--- src/verilog/fb_pkg.sv ---
// ======================================================================
// framebuffer geometry and fizzlefade constants
// LFSR length must cover FB_PIXELS, taps give a maximal sequence
// ======================================================================

package fb_pkg;

    localparam int FB_WIDTH  = 160;
    localparam int FB_HEIGHT = 120;
    localparam int FB_PIXELS = FB_WIDTH * FB_HEIGHT;  // 19200
    localparam int FB_ADDRW  = $clog2(FB_PIXELS);     // 15
    localparam int FB_DATAW  = 4;                     // palette index bits
    localparam int COLRW     = 12;                    // 4 bits per colour

    // fizzlefade LFSR, x^15 + x^14 + 1
    localparam int LFSR_LEN = 15;
    localparam logic [LFSR_LEN-1:0] LFSR_SEED = 15'd1;
    localparam logic [LFSR_LEN-1:0] LFSR_TAPS = 15'b110_0000_0000_0000;

    localparam logic [FB_DATAW-1:0] FADE_IDX = 4'hF;  // colour painted by the fade

    localparam int FADE_WAIT_DEF = 600;   // frames
    localparam int FADE_RATE_DEF = 3200;  // clocks per step

    localparam int PIPE_LAT = 3;  // coordinate to DVI outputs

endpackage

--- src/verilog/lfsr.sv ---
// ======================================================================
// Fibonacci LFSR, shifts left, feedback enters at bit 0
// seed must be nonzero or the register locks up
// ======================================================================
`timescale 1ns/1ns

module lfsr import fb_pkg::*; (
    input  logic                clk_pix,
    input  logic                rst_n,
    input  logic                en,     // advance one state
    output logic [LFSR_LEN-1:0] sreg
);

    logic fb;
    assign fb = ^(sreg & LFSR_TAPS);  // xor of tapped bits

    always_ff @(posedge clk_pix or negedge rst_n) begin
        if (!rst_n) begin
            sreg <= LFSR_SEED;
        end else if (en) begin
            sreg <= {sreg[LFSR_LEN-2:0], fb};
        end
    end

    // all zero state is unreachable from a valid seed
    a_not_zero: assert property (@(posedge clk_pix) disable iff (!rst_n)
        sreg != '0)
        else $error("lfsr reached zero state");

endmodule

--- config.mk ---
export PLATFORM = sky130hd
export DESIGN_NAME = lfsr
export DESIGN_NICKNAME = d
export VERILOG_FILES = /design/src/verilog/fb_pkg.sv /design/src/verilog/lfsr.sv
export SDC_FILE = /design/constraint.sdc
export NUM_CORES = 1
export LEC_CHECK = 0
export BUFFER_PORTS_ARGS = -buffer_cell sky130_fd_sc_hd__buf_2
export CORE_AREA = 2 2 39 41
export CTS_BUF_LIST = sky130_fd_sc_hd__clkbuf_4
export DETAILED_ROUTE_END_ITERATION = 7
export DIE_AREA = 0 0 41 43
export PLACE_DENSITY = 0.72
export RECOVER_POWER = 50
export SLEW_MARGIN = 20
export SYNTH_ARGS = -nofsm -noshare
export SYNTH_HDL_FRONTEND = slang
export SYNTH_SLANG_ARGS = --single-unit
--- constraint.sdc ---
create_clock -name clk_pix -period 1.05 [get_ports clk_pix]
set_input_delay 0.0525 -clock clk_pix [delete_from_list [all_inputs] [get_ports clk_pix]]
set_output_delay 0.0525 -clock clk_pix [all_outputs]
set_load 0.01 [all_outputs]
==> impl_metrics.ini <==
[logic_synthesis]
yosys-top-cells-area = dfrtp_1 (57%), mux2_4 (20%), mux2_2 (11%)
seq_area_frac_synth_pct = 61.43
yosys.area.top_type = dfrtp_1
synth.distinct_cells = 9
syn-num-nets = 37
synth.top_cell.area_share_pct = 57.14
syn_area_per_cell_sq_um = 18.03
synthesis.area_sq_um = 613.1
syn_inst = 34
ys_warn_count = 0
ys_ff_latch = 15

[sta]
max_freq_ghz = 0.9990
max_slew_margin_pct = 48.15
fin_skew_ns = 0.002179
setup_viol = 0
worstMarginPinSlew_ns = 0.7777
maxSlewViolCount = 0
hold_viol = 0
post-route-period-util_pct = 95.33
fin_ws_ns = 0.04899
period_needed_ns = 1.001

[final_layout]
drive_above_1_share_pct = 56.36
reg.largest.list = sreg x15
nets = 59
antenna_cells = 0
layout_commonest_cell = buf_2
largest_reg_flops = 15
area_delta_synth_final_pct = 16.53
layout_common_cells = buf_2 (16), dfrtp_1 (14), mux2_2 (6)
largest_register = sreg

[placement]
portBuffers = 17
place.gp.congestion = 0.5720
place_hpwl_um = 626.4
preCtsSetupSlack_ns = 0.1401

[grt]
antenna_found_initial = 0
grt-ovfl-total = 0
grt_pass1_wl_mm = 1.414
track_usage_pct = 13.04
grt_pass1_vias = 319
grt_max_degree = 17

[clock_network]
root_buffer = clkbuf_4
cts_buffers = 3
cts_tree = yes
h-tree-depth = 1
cts.clk_slew.worst_paths_ns = 0.08
ctsLongestPathBuffers = 2
clock-sinks = 15
clock_latency_ns = 0.27

[routing]
drt_first_pass_iters = 3
route.vias.total = 332
totalWireLength_um = 905
wl_met2_um = 428
ant_nets = 0
wl_met3_um = 47
wl_met1_um = 420
viasPerCell = 4.676
top_layer = met4
wl_per_cell_um = 12.75
dr.first_iter.drc_count = 3
drc_errors = 0

[floorplanning]
fp-row-count = 14
core_sq_um = 1384
die_w_um = 41
die_area_sq_um = 1763
io-pin-count = 18
die_h_um = 43
start_util_pct = 44.30

[pwr]
power_density_nw_per_um2 = 3205
ir_drop_mv = 1.401
finalPower_uw = 2290
leakage_uw = 0.0003419

[worst_setup_path]
arrival_ns = 0.95
path_class = flop to primary output
worst-path-buf-inv = 1
crit_fanout = 3
startpoint_type = flop
cp_top_family = flip-flops
worstPathCellList = buf_2
slowest_delay_ns = 0.55
required_ns = 1.00
slowest_stage = dfstp_2
endpoint_kind = primary output

[run]
max_cap_violations = 0

[run_status]
run_status = completed

[hold_path]
hold_class = primary input to flop
stage by stage:
step / cells / area (sq um) / util [%] / hold WS (ns) / TNS, ns
after CTS: 70 / 726.9 / 52.53 / 0.1769 / 0
after global routing: 71 / 714.4 / 51.63 / 0.1919 / -0.0009339
after global placement: 65 / 686.9 / 49.64 / -0.03419 / 0
after detailed placement: 65 / 686.9 / 49.64 / -0.02940 / 0
final: 71 / 714.4 / 51.63 / 0.1722 / 0
after floorplan: 34 / 613.1 / - / -0.2431 / 0
where the power goes:
part | switching (uW) | leakage, uW | total [uW] | internal, uW
Sequential | 219 | 0.000175 | 1110 | 888
Clock | 168 | 0.0000184 | 341 | 173
Combinational | 363 | 0.000148 | 841 | 478
final timing paths:
kind                                      from                   end  slack, ns  depth (start not counted)
setup / recovery           sreg[0]$_DFFE_PN1P_               sreg[0]       0.05                          1
hold / removal                              en   sreg[0]$_DFFE_PN1P_       0.17                          3
setup reg to reg           sreg[0]$_DFFE_PN1P_   sreg[1]$_DFFE_PN0P_       0.18                          2
hold reg to reg            sreg[0]$_DFFE_PN1P_   sreg[0]$_DFFE_PN1P_       0.50                          2
max in group asynchronous                rst_n  sreg[11]$_DFFE_PN0P_       0.21                          2
min in group asynchronous                rst_n   sreg[7]$_DFFE_PN0P_       0.36                          2
routing by layer:
| metal | up-vias | GRT usage (%) |
|---|---|---|
| li1 | 161 | - |
| met1 | 158 | 15.92 |
| met2 | 11 | 17.81 |
| met3 | 2 | 3.141 |
| met4 | 0 | 12.00 |
| met5 | - | 0 |
synthesized netlist by cell type (all sizes together):
| cell type | n |
|---|---|
| dfrtp | 14 |
| mux2 | 14 |
| buf | 2 |
| a21oi | 1 |
| dfstp | 1 |
| nor2 | 1 |
| xnor2 | 1 |
area by class of cell:
type	count	area, sq um
Multi-Input combinational cell	17	186.4
Clock buffer	4	30.03
Sequential cell	15	376.6
Timing Repair Buffer	19	101.3
Fill cell	147	669.4
Tap cell	16	20.02
cell families after synthesis:
group,count (synthesis),synth area share [%]
AOI/OAI and AO/OA,1,0.8155
and+or+nand+nor,1,0.6117
xor gates and xnor gates,1,1.429
muxes,14,30.61
buffers and inverters,2,5.102
DFF,15,61.43
repair_timing:
action	4_1_cts	5_1_grt
setup endpoints to repair	0	1
setup buffers	0	1
hold buffers	1	0
gates resized for setup	0	0
hold endpoints to repair	15	0
Note: power is estimated with default switching activity, not from simulation.
