### config.mk
export PLATFORM = sky130hd
export DESIGN_NAME = display_timings
export DESIGN_NICKNAME = d
export VERILOG_FILES = /design/src/verilog/display_pkg.sv /design/src/verilog/display_timings.sv
export SDC_FILE = /design/constraint.sdc
export NUM_CORES = 1
export LEC_CHECK = 0
export BUFFER_PORTS_ARGS = -buffer_cell sky130_fd_sc_hd__buf_2
export CAP_MARGIN = 20
export CORE_ASPECT_RATIO = 2
export CORE_MARGIN = 5
export CORE_UTILIZATION = 30
export DETAILED_ROUTE_END_ITERATION = 12
export PLACE_DENSITY_LB_ADDON = 0.25
export SLEW_MARGIN = 25
export SYNTH_ARGS = -nofsm -noshare
export SYNTH_HDL_FRONTEND = slang
export SYNTH_SLANG_ARGS = --single-unit
### constraint.sdc
create_clock -name clk_pix -period 1.68 [get_ports clk_pix]
set_input_delay 0.168 -clock clk_pix [delete_from_list [all_inputs] [get_ports clk_pix]]
set_output_delay 0.168 -clock clk_pix [all_outputs]
set_load 0.005 [all_outputs]
### src/verilog/display_pkg.sv
// ======================================================================
// 640x480 at 60 Hz display timing, 25.2 MHz nominal pixel clock
// both syncs active low, coordinates are unsigned
// ======================================================================

package display_pkg;

    localparam int CORDW = 10;  // enough for 799 and 524

    // horizontal timing in pixel clocks
    localparam int H_ACTIVE = 640;
    localparam int H_FP     = 16;
    localparam int H_SYNC   = 96;
    localparam int H_BP     = 48;
    localparam int H_TOTAL  = H_ACTIVE + H_FP + H_SYNC + H_BP;  // 800

    // vertical timing in lines
    localparam int V_ACTIVE = 480;
    localparam int V_FP     = 10;
    localparam int V_SYNC   = 2;
    localparam int V_BP     = 33;
    localparam int V_TOTAL  = V_ACTIVE + V_FP + V_SYNC + V_BP;  // 525

endpackage

### src/verilog/display_timings.sv
// ======================================================================
// free running 640x480 counters, sync/de decoded from counter values
// frame_start fires in the last clock of the frame, not after reset
// ======================================================================
`timescale 1ns/1ns

module display_timings import display_pkg::*; (
    input  logic             clk_pix,
    input  logic             rst_n,
    output logic [CORDW-1:0] sx,           // horizontal position
    output logic [CORDW-1:0] sy,           // vertical position
    output logic             hsync,        // active low
    output logic             vsync,        // active low
    output logic             de,           // active video
    output logic             frame_start   // one clock strobe
);

    logic line_end;
    assign line_end = (sx == CORDW'(H_TOTAL - 1));

    always_ff @(posedge clk_pix or negedge rst_n) begin
        if (!rst_n) begin
            sx <= '0;
            sy <= '0;
        end else begin
            sx <= line_end ? '0 : sx + 1'b1;
            if (line_end) begin
                sy <= (sy == CORDW'(V_TOTAL - 1)) ? '0 : sy + 1'b1;  // wrap at frame end
            end
        end
    end

    // sync pulses sit after the front porch
    assign hsync = ~(sx >= CORDW'(H_ACTIVE + H_FP) && sx < CORDW'(H_ACTIVE + H_FP + H_SYNC));
    assign vsync = ~(sy >= CORDW'(V_ACTIVE + V_FP) && sy < CORDW'(V_ACTIVE + V_FP + V_SYNC));
    assign de    = (sx < CORDW'(H_ACTIVE)) && (sy < CORDW'(V_ACTIVE));

    assign frame_start = line_end && (sy == CORDW'(V_TOTAL - 1));

    // counter stays in range
    a_sx_range: assert property (@(posedge clk_pix) disable iff (!rst_n)
        sx < CORDW'(H_TOTAL))
        else $error("sx out of range: %0d", sx);

endmodule

==> impl_metrics.yaml <==
place:
  port_buffers: 25
  place.gp.congestion: 0.776
  dp_cells: 198
  dp_hpwl_um: 2180
  place_ws_ns: 0.0456
cells_and_area:
  fin_nets: 167
  fin_cells: 207
  fin_util: 0.419
  drive_gt1_frac: 0.361
  antenna_cells: 0
  syn2layout_area_growth_pct: 34.9
  n_fill_cell: 366
grt:
  grt_pass1_wl_um: 5110
  grt_pass1_vias: 1074
  grt_overflow_total: 0
  grt_max_degree: 21
  antenna_found_initial: 0
  grt_util_all_layers: 0.132
routing:
  routed-wl-met3_um: 77
  wirelength_met1_um: 1190
  ant_nets: 0
  drt-total-wl_um: 2960
  vias: 981
  dr_wl_met2_um: 1640
  detail_route.wl_per_cell_um: 14.3
  top_layer: "met4"
  drcViolationCount: 0
  first_iter_violations: 9
  first_pass_iters: 4
  vias_per_cell: 4.74
power_and_ir_drop:
  clkPwrFrac: 0.389
  p_seq_frac: 0.595
  p_per_area_nw_per_um2: 534
  p_total_mw: 0.808
  pwr-share-comb: 0.015
  vdd.ir_drop.worst_mv: 0.323
  leakage_nw: 0.789
  switching_share: 0.204
  p_sw_mw: 0.165
  p_int_mw: 0.643
cts:
  cts_tree: "yes"
  cts_max_path_buffers: 2
  path_clk_slew_ns: 0.07
  numCtsBuffers: 3
  cts_htree_levels: 1
  clk_latency_ns: 0.25
  clock-sinks: 20
  root_buffer: "clkbuf_8"
yosys:
  synth_seq_cells: 20
  synth_area_um2: 1120
  yosysWarningCount: 0
  synth_top_area_share: 0.446
  synth_flop_cell: "dfrtp_1"
  syn_area_per_cell_um2: 9.92
  seq_area_frac_synth: 0.446
  synth_area_leaders: "dfrtp_1 (45%), ha_1 (5.6%), nand2_1 (4.0%)"
  async_reset_ff_frac: 1.00
  synth_cells: 113
  synth-edff-count: 0
  synth_area_leader_cell: "dfrtp_1"
  syn-num-nets: 120
  ys_types: 35
setup_path:
  r2r_slack_ns: 0.06
  cp-start-kind: "register"
  critPathMaxStageDelay_ns: 0.39
  arrival_ns: 1.51
  cp-end-kind: "primary output"
  crit_buf_inv: 2
  path_class: "register to primary output"
  crit_family: "simple AND/OR/NAND/NOR gates"
  path_cells: "ha_1 > and4_1 > and4b_2 > inv_1 > nor2_2 > buf_2"
  cp_max_fo: 2
  cp_slowest_cell: "dfrtp_1"
  cp.required_ns: 1.51
sta:
  skew_ns: 0.00148
  timing.fmax_mhz: 597
  rsz0062_at_grt: "true"
  fin_ws_ns: 0.00510
  slew_violations: 0
  timing.hold.ws_ns: 0.399
  finalCriticalPeriod_ns: 1.67
  post-route-period-util: 0.997
  relSlewSlack: 0.681
  finalHoldViolations: 0
  setup_viol: 0
  worst_pin_slew_ns: 0.478
floorplanning:
  die_x_um: 53.2
  num_rows: 31
  pin_count: 26
  core_um2: 3610
  die_area_um2: 5130
  dieHeight_um: 96.5
  initial_core_util: 0.311
hold_path:
  hold_path_class: "input pin to async pin"
run_status:
  status: "completed"
job:
  maxCapViolations: 0
==> cell type report <==
type                    instances  area, um^2  share of cell area
multi-input cells              82         591               0.390
flip-flops and latches         20         500               0.331
repair buffers                 47         297               0.196
well taps                      49        61.3              0.0405
clock buffers                   3        41.3              0.0273
inverters                       6        22.5              0.0149
==> cells in the final DEF, fill, tap and decap left out, types with 2 or more instances in the layout <==
cell       n
xnor2_1    5
buf_2     25
mux2i_1    4
nor2_1     7
nor3b_1    2
and4_1     2
clkbuf_8   3
nand4_1    4
o21ai_0    3
ha_1       4
inv_1      4
buf_4     20
nand3_1    7
xor2_1     4
nor3_1     6
inv_2      2
and3_1     3
nand2_1   12
dfrtp_1   20
a21oi_1    2
==> power groups by stage <==
stage,logic (mW),clock network [mW],registers [mW]
after CTS,0.0135,0.323,0.481
final,0.0122,0.315,0.481
after detailed placement,0.0116,0,0.491
after global placement,0.0113,0,0.491
after global routing,0.0147,0.338,0.481
after floorplan,0.000000291,0,0.491
==> kinds of logic (layout without fill, tap and decap cells) <==
| logic type | Yosys count | in the layout | synth area share |
|---|---|---|---|
| AOI/OAI and AO/OA | 12 | 12 | 0.0726 |
| DFF | 20 | 20 | 0.446 |
| muxes | 4 | 4 | 0.0357 |
| xor gates and xnor gates | 9 | 9 | 0.0703 |
| buffers and inverters | 11 | 56 | 0.0480 |
| adders and majority gates | 5 | 5 | 0.0558 |
| and+or+nand+nor | 52 | 52 | 0.271 |
==> worst reg2reg max path: cells and delay by family (launching register included) <==
| family | cells | cell delay [ns] |
|---|---|---|
| buffers and inverters | 2 | 0.26 |
| adder cells (fa/ha/maj) | 1 | 0.11 |
| AND/OR/NAND/NOR | 2 | 0.31 |
| flip-flops | 1 | 0.40 |
| AO/OA/AOI/OAI | 2 | 0.42 |
==> synthesized netlist by cell type (all sizes together) (3+ instances only) <==
master / count
xnor2: 5
ha: 5
nand2: 12
buf: 3
dfrtp: 20
nand3: 7
nand4: 5
and3: 3
mux2i: 4
inv: 6
nor3: 6
o21ai: 3
xor2: 4
nor2: 8
==> through the flow <==
step | cell area (um^2) | setup TNS, ns
global placement | 1400 | 0
finish | 1510 | 0
floorplan | 1120 | 0
global route | 1510 | -0.270
CTS | 1500 | -0.00710
detailed placement | 1400 | 0
==> path summary, 6_finish.rpt <==
check | cells after the start | from | endpoint
min in group clk_pix | 1 | sy[7]$_DFFE_PN0N_ | sy[7]$_DFFE_PN0N_
max in group asynchronous | 2 | rst_n | sy[6]$_DFFE_PN0N_
worst min register to register | 1 | sy[7]$_DFFE_PN0N_ | sy[7]$_DFFE_PN0N_
worst max register to register | 7 | sy[0]$_DFFE_PN0N_ | sy[3]$_DFFE_PN0N_
worst min-delay path | 2 | rst_n | sx[8]$_DFF_PN0_
worst max-delay path | 6 | sx[0]$_DFF_PN0_ | frame_start
==> state kept, by name, indices dropped and copies added, names as in the netlist <==
signal and flops:
sx 10, sy 10
==> layer usage <==
layer	track usage	vias to the layer above
met1	0.152	470
met5	0	-
met2	0.227	16
li1	-	489
met3	0.0246	6
met4	0.0618	0
==> repair_timing <==
action,in CTS,in global routing
endpoints found under the setup margin,1,3
cloned,0,0
resized for setup,6,2
hold endpoints to repair,20,0
buffers inserted,5,0
pin swaps,1,1
hold buffers,1,0
Power figures use the tool's default switching activity.
