## config.mk

```make
export PLATFORM = sky130hd
export DESIGN_NAME = pixel_pipe
export DESIGN_NICKNAME = d
export VERILOG_FILES = /design/src/verilog/display_pkg.sv /design/src/verilog/fb_pkg.sv /design/src/verilog/pixel_pipe.sv
export SDC_FILE = /design/constraint.sdc
export NUM_CORES = 1
export LEC_CHECK = 0
export BUFFER_PORTS_ARGS = -buffer_cell sky130_fd_sc_hd__buf_4
export CAP_MARGIN = 20
export CORE_UTILIZATION = 40
export DETAILED_ROUTE_END_ITERATION = 10
export GPL_TIMING_DRIVEN = 0
export PLACE_DENSITY = 0.79
export SYNTH_ARGS = -nofsm -noshare
export SYNTH_HDL_FRONTEND = slang
export SYNTH_SLANG_ARGS = --single-unit
export TNS_END_PERCENT = 100
```

## constraint.sdc

```tcl
create_clock -name clk_pix -period 1.75 [get_ports clk_pix]
set_input_delay 0.175 -clock clk_pix [delete_from_list [all_inputs] [get_ports clk_pix]]
set_output_delay 0.175 -clock clk_pix [all_outputs]
set_load 0.05 [all_outputs]
```

## src/palette.mem

```
// one 12-bit RGB colour per palette index 0 to 15, red in the top nibble
137
222
444
666
888
aaa
800
080
008
880
808
088
f80
0f8
8af
fc0

```

## src/verilog/display_pkg.sv

```systemverilog
// ======================================================================
// 640x480 at 60 Hz display timing, 25.2 MHz nominal pixel clock
// both syncs active low, coordinates are unsigned
// ======================================================================

package display_pkg;

    localparam int CORDW = 10;  // enough for 799 and 524

    // horizontal timing in pixel clocks
    localparam int H_ACTIVE = 640;
    localparam int H_FP     = 16;
    localparam int H_SYNC   = 96;
    localparam int H_BP     = 48;
    localparam int H_TOTAL  = H_ACTIVE + H_FP + H_SYNC + H_BP;  // 800

    // vertical timing in lines
    localparam int V_ACTIVE = 480;
    localparam int V_FP     = 10;
    localparam int V_SYNC   = 2;
    localparam int V_BP     = 33;
    localparam int V_TOTAL  = V_ACTIVE + V_FP + V_SYNC + V_BP;  // 525

endpackage

```

## src/verilog/fb_pkg.sv

```systemverilog
// ======================================================================
// framebuffer geometry and fizzlefade constants
// LFSR length must cover FB_PIXELS, taps give a maximal sequence
// ======================================================================

package fb_pkg;

    localparam int FB_WIDTH  = 160;
    localparam int FB_HEIGHT = 120;
    localparam int FB_PIXELS = FB_WIDTH * FB_HEIGHT;  // 19200
    localparam int FB_ADDRW  = $clog2(FB_PIXELS);     // 15
    localparam int FB_DATAW  = 4;                     // palette index bits
    localparam int COLRW     = 12;                    // 4 bits per colour

    // fizzlefade LFSR, x^15 + x^14 + 1
    localparam int LFSR_LEN = 15;
    localparam logic [LFSR_LEN-1:0] LFSR_SEED = 15'd1;
    localparam logic [LFSR_LEN-1:0] LFSR_TAPS = 15'b110_0000_0000_0000;

    localparam logic [FB_DATAW-1:0] FADE_IDX = 4'hF;  // colour painted by the fade

    localparam int FADE_WAIT_DEF = 600;   // frames
    localparam int FADE_RATE_DEF = 3200;  // clocks per step

    localparam int PIPE_LAT = 3;  // coordinate to DVI outputs

endpackage

```

## src/verilog/pixel_pipe.sv

```systemverilog
// ======================================================================
// framebuffer scan, palette lookup and DVI output registers
// outputs lag sx/sy by PIPE_LAT clocks, syncs delayed to match
// ======================================================================
`timescale 1ns/1ns

module pixel_pipe import display_pkg::*, fb_pkg::*; (
    input  logic                 clk_pix,
    input  logic                 rst_n,
    input  logic [CORDW-1:0]     sx,
    input  logic [CORDW-1:0]     sy,
    input  logic                 hsync,
    input  logic                 vsync,
    input  logic                 de,
    input  logic                 frame_start,
    output logic [FB_ADDRW-1:0]  fb_addr_read,
    input  logic [FB_DATAW-1:0]  fb_cidx_read,   // one clock after address
    output logic                 dvi_hsync,
    output logic                 dvi_vsync,
    output logic                 dvi_de,
    output logic [COLRW/3-1:0]   dvi_r,
    output logic [COLRW/3-1:0]   dvi_g,
    output logic [COLRW/3-1:0]   dvi_b
);

    logic                paint;     // inside the 160x120 region
    logic [FB_DATAW-1:0] cidx_q;    // index register after the RAM
    logic [COLRW-1:0]    colr;
    logic [COLRW-1:0]    palette [2**FB_DATAW];

    // delay lines for the first PIPE_LAT-1 stages
    logic [PIPE_LAT-2:0] paint_sr, hsync_sr, vsync_sr, de_sr;

    initial $readmemh("/design/src/palette.mem", palette);

    assign paint = (sx < CORDW'(FB_WIDTH)) && (sy < CORDW'(FB_HEIGHT));

    // read address follows raster order in the paint region
    always_ff @(posedge clk_pix or negedge rst_n) begin
        if (!rst_n) begin
            fb_addr_read <= '0;
        end else if (frame_start) begin
            fb_addr_read <= '0;
        end else if (paint) begin
            fb_addr_read <= fb_addr_read + 1'b1;
        end
    end

    always_ff @(posedge clk_pix) begin
        cidx_q <= fb_cidx_read;
    end

    always_ff @(posedge clk_pix or negedge rst_n) begin
        if (!rst_n) begin
            paint_sr <= '0;
            hsync_sr <= '1;  // syncs idle high
            vsync_sr <= '1;
            de_sr    <= '0;
        end else begin
            paint_sr <= {paint, paint_sr[PIPE_LAT-2:1]};
            hsync_sr <= {hsync, hsync_sr[PIPE_LAT-2:1]};
            vsync_sr <= {vsync, vsync_sr[PIPE_LAT-2:1]};
            de_sr    <= {de, de_sr[PIPE_LAT-2:1]};
        end
    end

    // border outside the framebuffer is black
    assign colr = paint_sr[0] ? palette[cidx_q] : '0;

    always_ff @(posedge clk_pix or negedge rst_n) begin
        if (!rst_n) begin
            dvi_hsync <= 1'b1;
            dvi_vsync <= 1'b1;
            dvi_de    <= 1'b0;
            {dvi_r, dvi_g, dvi_b} <= '0;
        end else begin
            dvi_hsync <= hsync_sr[0];
            dvi_vsync <= vsync_sr[0];
            dvi_de    <= de_sr[0];
            {dvi_r, dvi_g, dvi_b} <= colr;  // red in the top nibble
        end
    end

endmodule

```

==> impl_metrics.ini <==
[timing]
final_hold_viol_count = 0
fin_crit_sh_pct = 97.8
setup_viol = 0
fmax_mhz = 584
layout_min_cycle_time_ps = 1710
skew_ps = 3.67
final_max_slew_viol_count = 0

[power]
p_total_mw = 1.13
ir_worst_vdd_v = 0.000652
p_per_area_nw_per_um2 = 643
leakagePower_nw = 0.791

[hold_path]
whs_path_depth = 2
hold_path.class = input pin to flip-flop
hold_start = frame_start

[die]
core_area_um2 = 2760
die_h_um = 56.0
num_rows = 19
start_util_pct = 42.2
chipWidth_um = 56.0
die-area_um2 = 3130
ios = 60

[yosys]
synth_top_area_share_pct = 38.7
synth-edff-count = 0
synth_seq_cells = 24
synth_area_leaders = dfrtp_1 39%, dfstp_2 14%, buf_4 7.7%, a21oi_1 5.2%, o31ai_1 4.5%
syn_area_per_cell_um2 = 10.4
yosys_warnings = 0
synthFlopType = dfrtp_1
async_flop_share_pct = 100
syn_inst = 112
ys_types = 29
syn-cell-area_um2 = 1160
yosysSeqAreaShare_pct = 52.2
synth_largest_area_cell = dfrtp_1

[final_layout]
fin_nets = 209
drive_above_1_share_pct = 56.5
n_antenna_cell = 0
regArea_um2 = 623
n_fill_cell = 230
most-common-layout-cells = 58 x buf_4, 12 x conb_1, 12 x dfrtp_2, 9 x a21oi_1, 7 x o31ai_1
final_area_um2 = 1760
multi_input_area_um2 = 537
area_growth_pct = 51.1
final_common_cell = buf_4

[flow_run]
cap_violations = 0

[outcome]
status = complete, no violations

[clocking]
clock_latency_ps = 310
htree_levels = 1
numCtsBuffers = 3
root_buffer = clkbuf_4
clk_pin_slew_ps = 130
cts.sinks = 24
clockBufferDepth = 2
cts_tree = done

[route]
drc = 0
drt-total-wl_um = 2710
drt_iter0_markers = 23
vias = 1081
drt_pre_antenna_iters = 4
viasPerCell = 5.20
final_antenna_net_count = 0
wl_per_cell_um = 13.0

[global_route]
grt_pass1_vias = 957
grt_max_degree = 25
grt_usage_pct = 16.9
gr-total-overflow = 0
antenna_found_initial = 0
grt_pass1_wl_um = 4200

[critical_path]
r2r_end = fb_addr_read[12]
path_class = flip-flop to flip-flop
r2r_cells = 4
crit_fanout = 4
cp-start-kind = flip-flop
worstReg2RegStart = fb_addr_read[4]
required_ps = 2000
critPathArrivalTime_ps = 1960
critical_path.endpoint = fb_addr_read[12]
end_kind = flip-flop
r2r_slack_ps = 40
startpoint = fb_addr_read[4]

[place]
io_buffers = 35
place_area_um2 = 1520
hpwl_um = 1820
gp_congestion = 0.817
-- synth_stat cells, types with 2 or more instances --
master	number
o21ai_0	6
nand4_1	5
or4_1	7
nor2_1	4
a21oi_1	12
dfrtp_1	18
buf_4	12
buf_2	3
inv_1	2
or3_2	2
or3_1	4
o31ai_1	7
dfstp_2	6
nand2_1	6
nand3_1	4
-- what timing repair did --
action,in CTS,in global routing
endpoints found under the setup margin,3,10
gates cloned,0,1
pin swaps,0,5
endpoints found under the hold margin,27,0
gates resized for setup,2,15
hold buffers,4,0
setup buffers,3,7
-- sequential cells by signal, indices dropped and copies added, names as in the netlist --
signal	cells
vsync_sr	2
dvi_vsync	1
fb_addr_read	15
de_sr	2
hsync_sr	2
dvi_hsync	1
dvi_de	1
-- cells by family after synthesis --
| family | Yosys count | share of synthesized area, % |
|---|---|---|
| muxes | 2 | 1.83 |
| AOI/OAI and AO/OA | 25 | 12.2 |
| other | 1 | 0.322 |
| and+or+nand+nor | 40 | 21.6 |
| adders and majority gates | 1 | 1.07 |
| xor gates and xnor gates | 1 | 0.752 |
| DFF | 24 | 52.2 |
| buffers and inverters | 18 | 9.99 |
-- cell type report --
class | count | share of cell area [%]
clock buffer | 3 | 1.28
buffer | 16 | 6.75
timing repair buffer | 50 | 21.7
tap | 31 | 2.20
inverter | 2 | 0.426
multi-input combinational | 81 | 30.5
clock inverter | 1 | 1.71
sequential | 24 | 35.4
-- worst min-delay path by stage --
stage	endpoint	slack, ps
after floorplan	de_sr[0]	-120
after global placement	dvi_de	80
after detailed placement	fb_addr_read[13]	80
after CTS	fb_addr_read[11]	50
after global routing	fb_addr_read[12]	50
final	fb_addr_read[9]	60
-- per-stage QoR --
step	TNS [ps]	std cells	worst slack, ps	utilization (%)	hold WS [ps]
after floorplan	-135	123	-94.1	-	-121
after global placement	-22.3	189	-22.3	55.2	80.2
after detailed placement	-188	189	-127	55.2	83.3
after CTS	0	200	2.37	59.7	49.3
after global routing	-131	208	-41.4	63.8	46.6
final	0	208	37.7	63.8	62.1
-- metal layers --
metal	GRT usage, %	up-vias	routed length [um]
li1	-	521	-
met1	20.2	522	1100
met2	29.9	34	1430
met3	3.02	4	145
met4	6.62	0	38
met5	0	-	0
-- where the power goes --
part,internal [mW],switching (mW)
combinational,0.0572,0.106
clock,0.231,0.163
sequential,0.571,0.00304
-- critical path, stage by stage, from the launching register on --
cell and delay [ps]:
dfrtp_2 440, nand4_4 120, or3_2 500, or4_1 440, a21oi_2 160
(Power assumes the default switching activity.)
