$ cat src/verilog/fb_pkg.sv
// ======================================================================
// framebuffer geometry and fizzlefade constants
// LFSR length must cover FB_PIXELS, taps give a maximal sequence
// ======================================================================

package fb_pkg;

    localparam int FB_WIDTH  = 160;
    localparam int FB_HEIGHT = 120;
    localparam int FB_PIXELS = FB_WIDTH * FB_HEIGHT;  // 19200
    localparam int FB_ADDRW  = $clog2(FB_PIXELS);     // 15
    localparam int FB_DATAW  = 4;                     // palette index bits
    localparam int COLRW     = 12;                    // 4 bits per colour

    // fizzlefade LFSR, x^15 + x^14 + 1
    localparam int LFSR_LEN = 15;
    localparam logic [LFSR_LEN-1:0] LFSR_SEED = 15'd1;
    localparam logic [LFSR_LEN-1:0] LFSR_TAPS = 15'b110_0000_0000_0000;

    localparam logic [FB_DATAW-1:0] FADE_IDX = 4'hF;  // colour painted by the fade

    localparam int FADE_WAIT_DEF = 600;   // frames
    localparam int FADE_RATE_DEF = 3200;  // clocks per step

    localparam int PIPE_LAT = 3;  // coordinate to DVI outputs

endpackage

$ cat src/verilog/fade_timer.sv
// ======================================================================
// frame count before the fade, then step strobe every FADE_RATE clocks
// divider restarts from zero each time fade_run rises
// ======================================================================
`timescale 1ns/1ns

module fade_timer import fb_pkg::*; #(
    parameter int FADE_WAIT = FADE_WAIT_DEF,  // frames to wait
    parameter int FADE_RATE = FADE_RATE_DEF   // clocks per step
) (
    input  logic clk_pix,
    input  logic rst_n,
    input  logic frame_start,  // frame tick
    input  logic fade_run,     // divider enable level
    output logic wait_done,
    output logic step
);

    localparam int WAITW = (FADE_WAIT > 0) ? $clog2(FADE_WAIT + 1) : 1;
    localparam int RATEW = (FADE_RATE > 1) ? $clog2(FADE_RATE) : 1;

    logic [WAITW-1:0] cnt_wait;
    logic [RATEW-1:0] cnt_rate;

    assign wait_done = (cnt_wait == WAITW'(FADE_WAIT));  // saturated

    always_ff @(posedge clk_pix or negedge rst_n) begin
        if (!rst_n) begin
            cnt_wait <= '0;
        end else if (frame_start && !wait_done) begin
            cnt_wait <= cnt_wait + 1'b1;
        end
    end

    always_ff @(posedge clk_pix or negedge rst_n) begin
        if (!rst_n) begin
            cnt_rate <= '0;
            step     <= 1'b0;
        end else if (!fade_run) begin
            cnt_rate <= '0;  // hold divider idle
            step     <= 1'b0;
        end else if (cnt_rate == RATEW'(FADE_RATE - 1)) begin
            cnt_rate <= '0;
            step     <= 1'b1;
        end else begin
            cnt_rate <= cnt_rate + 1'b1;
            step     <= 1'b0;
        end
    end

endmodule

$ cat config.mk
export PLATFORM = sky130hd
export DESIGN_NAME = fade_timer
export DESIGN_NICKNAME = d
export VERILOG_FILES = /design/src/verilog/fb_pkg.sv /design/src/verilog/fade_timer.sv
export SDC_FILE = /design/constraint.sdc
export NUM_CORES = 1
export LEC_CHECK = 0
export ABC_AREA = 1
export ABC_CLOCK_PERIOD_IN_PS = 2100
export BUFFER_PORTS_ARGS = -buffer_cell sky130_fd_sc_hd__buf_4
export CORE_MARGIN = 2
export CORE_UTILIZATION = 30
export CTS_BUF_LIST = sky130_fd_sc_hd__clkbuf_4
export CTS_CLUSTER_DIAMETER = 120
export DETAILED_ROUTE_END_ITERATION = 6
export PLACE_DENSITY = 0.55
export SLEW_MARGIN = 20
export SYNTH_ARGS = -nofsm -noshare
export SYNTH_HDL_FRONTEND = slang
export SYNTH_SLANG_ARGS = --single-unit
$ cat constraint.sdc
create_clock -name clk_pix -period 2.1 [get_ports clk_pix]
set_clock_uncertainty 0.1 [all_clocks]
set_input_delay 0.21 -clock clk_pix [delete_from_list [all_inputs] [get_ports clk_pix]]
set_output_delay 0.21 -clock clk_pix [all_outputs]
set_load 0.005 [all_outputs]
==> results of run 1 <==
## state kept, by name, summed over array words and instances, names as in the netlist
signal / count
step: 1
cnt_rate: 12
cnt_wait: 10
## what timing repair did
item / 4_1_cts / 5_1_grt
hold buffers: 1 / 0
setup endpoints to repair: 0 / 0
endpoints found under the hold margin: 23 / 0
## layout make-up
class / instances / share of cell area [%]
multi-input combinational: 122 / 43.65
sequential: 23 / 42.01
tap: 50 / 4.566
inverter: 15 / 4.110
timing repair buffer: 6 / 3.470
clock buffer: 4 / 2.192
## where the power goes
group,switching (mW),internal [mW]
Clock,0.133,0.0870
Sequential,0.0549,0.488
Combinational,0.0923,0.0687
Total,0.280,0.644
## layout by cell type, fill, tap and decap left out
| cell type | Yosys | final |
|---|---|---|
| a21oi_1 | 2 | 2 |
| buf_4 | 0 | 5 |
| clkbuf_4 | 0 | 4 |
| dfrtp_1 | 23 | 23 |
| dlygate4sd3_1 | 0 | 1 |
| ha_1 | 3 | 3 |
| inv_1 | 14 | 14 |
| inv_2 | 1 | 1 |
| nand2_1 | 58 | 58 |
| nand2_2 | 1 | 1 |
| nand2_4 | 1 | 1 |
| nand3_1 | 9 | 9 |
| nand3_2 | 2 | 2 |
| nand3b_1 | 1 | 1 |
| nand4_1 | 3 | 3 |
| nor2_1 | 23 | 23 |
| nor2_2 | 4 | 4 |
| nor3_1 | 3 | 3 |
| nor3b_1 | 1 | 1 |
| o21ai_0 | 1 | 1 |
| o21bai_1 | 2 | 2 |
| xnor2_1 | 4 | 4 |
| xor2_1 | 4 | 4 |
## per-layer routing
layer	global-route usage (%)	part of all wire [%]	wire length, um
met1	16.77	53	1129
met2	15.87	43	916
met3	1.480	1.9	41
met4	6.000	1.3	28
met5	0	0	0
## worst paths after layout
path                       slack, ns        start            to
setup / recovery                0.40  cnt_wait[0]     wait_done
hold / removal                  0.11     fade_run          step
setup reg to reg                0.53  cnt_rate[0]  cnt_rate[10]
hold reg to reg                 0.43  cnt_rate[0]   cnt_rate[0]
max in group asynchronous       1.46        rst_n   cnt_wait[5]
min in group asynchronous       0.21        rst_n   cnt_rate[0]
## through the flow
step	power, mW	instances	hold slack, ns	setup slack [ns]
floorplan	0.6693	161	-0.1856	0.7279
global placement	0.7129	215	0.02573	0.5271
detailed placement	0.7144	215	0.02523	0.5312
CTS	0.9422	220	0.1091	0.3637
global route	0.9950	220	0.1114	0.2887
finish	0.9235	220	0.1144	0.4020
## tightest hold or removal path, cell delays in order
cell    delay, ns
buf_4        0.09
inv_1        0.09
nor2_1       0.11
## kinds of logic (layout without fill, tap and decap cells)
logic type,after synthesis,in the layout,synth area share [%]
and+or+nand+nor,106,106,36.98
DFF,23,23,46.23
buffers and inverters,16,25,5.728
xor gates and xnor gates,8,8,5.628
AOI/OAI and AO/OA,5,5,2.411
adders and majority gates,3,3,3.015
==> qor.txt, run 1 <==
outcome: finished clean
count leader, synth: nand2_1
Initial Utilization: 31.12%
arrival time at the worst endpoint: 1.39 ns
CTS sink cnt: 23
# IOs: 6
flops & latches, synth: 23
First DRT Iteration DRCs: 36
Fin. Hold Viols: 0
number of filler cells placed in the layout: 413
syn nets: 168
setup tns final: 0 ns
largest cells by area after synthesis: dfrtp_1 46%, nand2_1 17%, nor2_1 6.9%
Layout area overhead: 10.05%
crit-path max FO: 4
CTS tree: done
Routed WL per cell: 9.618 um
placed cell area: 1330 um2
Leak Pwr: 0.6594 nW
Warnings, synthesis: 0
# diodes: 0
GR Util All Layers: 11.35%
WP buf/inv: 3
CP Depth: 7
Worst path max stage delay: 0.42 ns
slowest cell on the critical path: dfrtp_1
FFs w/ async S/R, synth: 100.0%
clk buf depth: 2
Pwr Density: 674.1 nW/um2
hold crit path type: in2reg
Final period util: 80.86%
final antenna-violating net count: 0
DRC violations left: 0
Final #Nets: 178
unrepaired setup endpoints after global routing: no
area of the multi-input gates: 598.1 um2
# rows: 23
worst path cell trace: inv_1 -> ha_1 -> nand2_1 -> nor2_1 -> nand3_2 -> inv_1 -> buf_4
Die Width: 68.42 um
clock latency on the worst-skew pair: 0.31 ns
Worst-Margin Slew: 0.3012 ns
critical path capture point type: output port
vias in the first global route: 875
share of cells above drive strength 1: 10.59%
total of max-cap violations: 0
crit-path most repeated cell: inv_1
Top FF cell, synth: dfrtp_1
FF-to-FF path depth: 6
EDFF count, synth: 0
Worst Setup Path Type: reg2out
root buffer cell: clkbuf_4
Peak VDD IR: 0.0002857 V
Worst-path clk slew: 0.13 ns
CTS H-tree depth: 1
first-pass GRT wire length: 3939 um
core region area: 4000 um2
DP HPWL: 1593 um
Avg Inst Size Synth: 7.733 um2
Setup Viol. Count Final: 0
die area: 4681 um2
Unique masters post-synth: 21
Mapped Cells: 161
worst hold path stage count: 3
Pre-antenna DRT Iters: 4
via count: 970
vias per inst: 4.409
buffer count from post-CTS setup fixing: 0
Seq/Total Area, Yosys: 46.23%
die height: 68.42 um
largest net degree at the start of global routing: 24
port bufs: 5
relative max-transition margin: 79.85%
initial antenna violation count: 0
TritonCTS Buffers: 3
final wirelength: 2116 um
post-synth top area share: 46.23%
Resize count post-CTS: 0
Final Cell Area: 1370 um2
area taken by flip-flops and latches: 575.6 um2
largest delay contributor family on the critical path: flip-flops
Final min period: 1.698 ns
Slew Viols, Final: 0
Setup crit start kind: register
Yosys top cell by area: dfrtp_1
fmax: 588.9 MHz
mapped cell area: 1245 um2
Worst EP required: 1.79 ns
top cells by count, synth: 58 x nand2_1, 23 x dfrtp_1, 23 x nor2_1, 14 x inv_1, 9 x nand3_1
GRT overflow: 0
share of the core filled with cells: 34.25%
GP Congestion: 0.7918
Note: power is estimated with default switching activity, not from simulation.
==> run 2, diff against run 1 <==
Settings changed: ABC_CLOCK_PERIOD_IN_PS 2100 to 1520, PLACE_DENSITY 0.55 to 0.56.
Clock period 2.1 ns to 1.52 ns, I/O delays scaled along.
==> run 2 against run 1 <==
Compared with the run above: the flow now finishes with violations (setup timing); sequential share of layout area is 3.6 points lower; final cell count increased by 3.6%; critical endpoint unchanged; first-iteration DRC count grew 94%.
==> qor.txt, run 2 (synthesis results as in run 1) <==
outcome: finished, violations left
failing checks: setup timing
# IOs: 6 (unchanged)
Leak Pwr: 0.6969 nW (+5.7%)
arrival time at the worst endpoint: 1.29 ns (-0.10 ns)
Sw Ratio: 31.75% (+1.4 points)
Fin. Hold Viols: 0 (unchanged)
met3 WL: 69 um (+68%)
share of cells above drive strength 1: 19.66% (+9.1 points)
DR top layer: met4
final wirelength: 2265 um (+7.0%)
Final #Nets: 186 (+4.5%)
Peak VDD IR: 0.0002605 V (-8.8%)
GR Util All Layers: 10.60% (-0.75 points)
Pwr Density: 928.5 nW/um2 (+38%)
GRT overflow: 0 (unchanged)
DRC violations left: 0 (unchanged)
vias in the first global route: 842 (-3.8%)
vias per inst: 4.386 (-0.52%)
core region area: 4000 um2 (unchanged)
Hold Startpoint: fade_run
Routed WL per cell: 9.934 um (+3.3%)
First DRT Iteration DRCs: 70 (+94%)
Switching Power: 443.0 uW (+58%)
CP Launch Point: cnt_wait[0]
Die Width: 68.42 um (unchanged)
Clk pwr share: 21.5% (-2.3 points)
total of max-cap violations: 0 (unchanged)
CTS H-tree depth: 1 (unchanged)
Setup crit start kind: register
DP HPWL: 1613 um (+1.3%)
met2 WL: 1002 um (+9.4%)
P_int: 952.3 uW (+48%)
final cell count without fillers: 228 (+3.6%)
Power Total: 1.395 mW (+51%)
Flop pwr share: 54.6% (-4.2 points)
clock latency on the worst-skew pair: 0.30 ns (about the same)
# diodes: 0 (unchanged)
max reg flops: 12 (unchanged)
Pre-antenna DRT Iters: 4 (unchanged)
TritonCTS Buffers: 3 (unchanged)
first-pass GRT wire length: 3684 um (-6.5%)
hold crit path type: in2reg
Final period util: 101.4%
relative max-transition margin: 79.86% (about the same)
clk buf depth: 2 (unchanged)
die height: 68.42 um (unchanged)
Combinational Power Share: 23.9% (+6.5 points)
Final min period: 1.541 ns
via count: 1000 (+3.1%)
fmax: 649.1 MHz
Biggest register: cnt_rate
Worst Setup Path Type: reg2out
reg2reg start: cnt_wait[0]
Final WS setup: -0.02062 ns (-0.4226 ns)
WL met1: 1179 um (+4.4%)
Slew Viols, Final: 0 (unchanged)
root buffer cell: clkbuf_4
CTS tree: done
Initial Utilization: 31.12% (unchanged)
most frequent cells in the layout: 57 x nand2_1, 22 x nor2_1, 22 x dfrtp_1
Setup Viol. Count Final: 1 (+1)
unrepaired setup endpoints after global routing: yes
# rows: 23 (unchanged)
initial antenna violation count: 0 (unchanged)
GP Congestion: 0.8020 (+1.3%)
Worst-path clk slew: 0.13 ns (about the same)
Worst-Margin Slew: 0.3010 ns (-0.0001979 ns)
port bufs: 5 (unchanged)
Layout area overhead: 20.70%
die area: 4681 um2 (unchanged)
Worst EP required: 1.27 ns (-0.52 ns)
CTS sink cnt: 23 (unchanged)
crit-path max FO: 3 (-1)
Placed Cells: 218 (+1.4%)
final antenna-violating net count: 0 (unchanged)
top flop regs: cnt_rate (12), cnt_wait (10), step (1)
largest net degree at the start of global routing: 24 (unchanged)
critical path capture point type: output port
number of filler cells placed in the layout: 402 (-2.7%)
most common cell after layout, fill and taps aside: nand2_1
[run 2: cell types whose count changed in the layout (fill, tap and decap cells not counted), sizes merged]
| cell | delta |
|---|---|
| buf | +8 |
[run 2: metal layers]
layer	track usage [%]	vias up
li1	-	538
met1	15.31	452
met2	15.63	8
met3	2.467	2
met4	3.000	0
met5	0	-
[run 2: worst max-delay path, stage by stage (launching register included)]
cell and delay, ns:
dfrtp_1 0.41, inv_2 0.09, ha_4 0.12, nand2_2 0.04, nor2_2 0.10, nand3_2 0.08
inv_2 0.06, buf_6 0.08
[run 2: area by class of cell]
class	instances	area, um2	area share, %
sequential	23	576.8	38.38
timing repair buffer	14	115.1	7.660
inverter	15	58.81	3.913
tap	50	62.56	4.163
clock buffer	4	30.03	1.998
multi-input combinational	122	659.4	43.88
[run 2: per-stage QoR]
step	worst slack [ns]	hold slack, ns	cell area, um2	setup TNS (ns)	utilization, %
2_1_floorplan	0.1479	-0.2436	1245	0	-
3_3_place_gp	0.09009	-0.03310	1353	0	33.81
3_5_place_dp	0.06802	-0.03763	1353	0	33.81
4_1_cts	-0.04241	0.04436	1415	-0.04241	35.38
5_1_grt	-0.1141	0.04354	1503	-0.2977	37.57
6_report	-0.02062	0.03892	1503	-0.02062	37.57
[run 2: path summary, 6_finish.rpt]
check                      slack, ns     endpoint  cells after the start
min in group asynchronous       0.16  cnt_rate[5]                      2
min reg2reg                     0.44  cnt_wait[4]                      2
max                            -0.02    wait_done                      7
max reg2reg                     0.05  cnt_wait[6]                     10
min                             0.04  cnt_rate[3]                      3
max in group asynchronous       0.92  cnt_wait[3]                      2
[run 2: repair_timing]
item                       CTS  global route
hold endpoints to repair    23             0
buffers inserted             3             2
hold buffers                 1             0
setup endpoints to repair    1            18
resized for setup            1            17
pin swaps                    0             4
gates cloned                 0             0
[run 2: power by group through the flow]
stage / Combinational [mW] / Sequential [mW] / Clock [mW]
4_1_cts: 0.266 / 0.746 / 0.308
3_5_place_dp: 0.230 / 0.766 / 0
5_1_grt: 0.377 / 0.776 / 0.338
3_3_place_gp: 0.231 / 0.767 / 0
2_1_floorplan: 0.179 / 0.746 / 0
6_report: 0.333 / 0.762 / 0.300
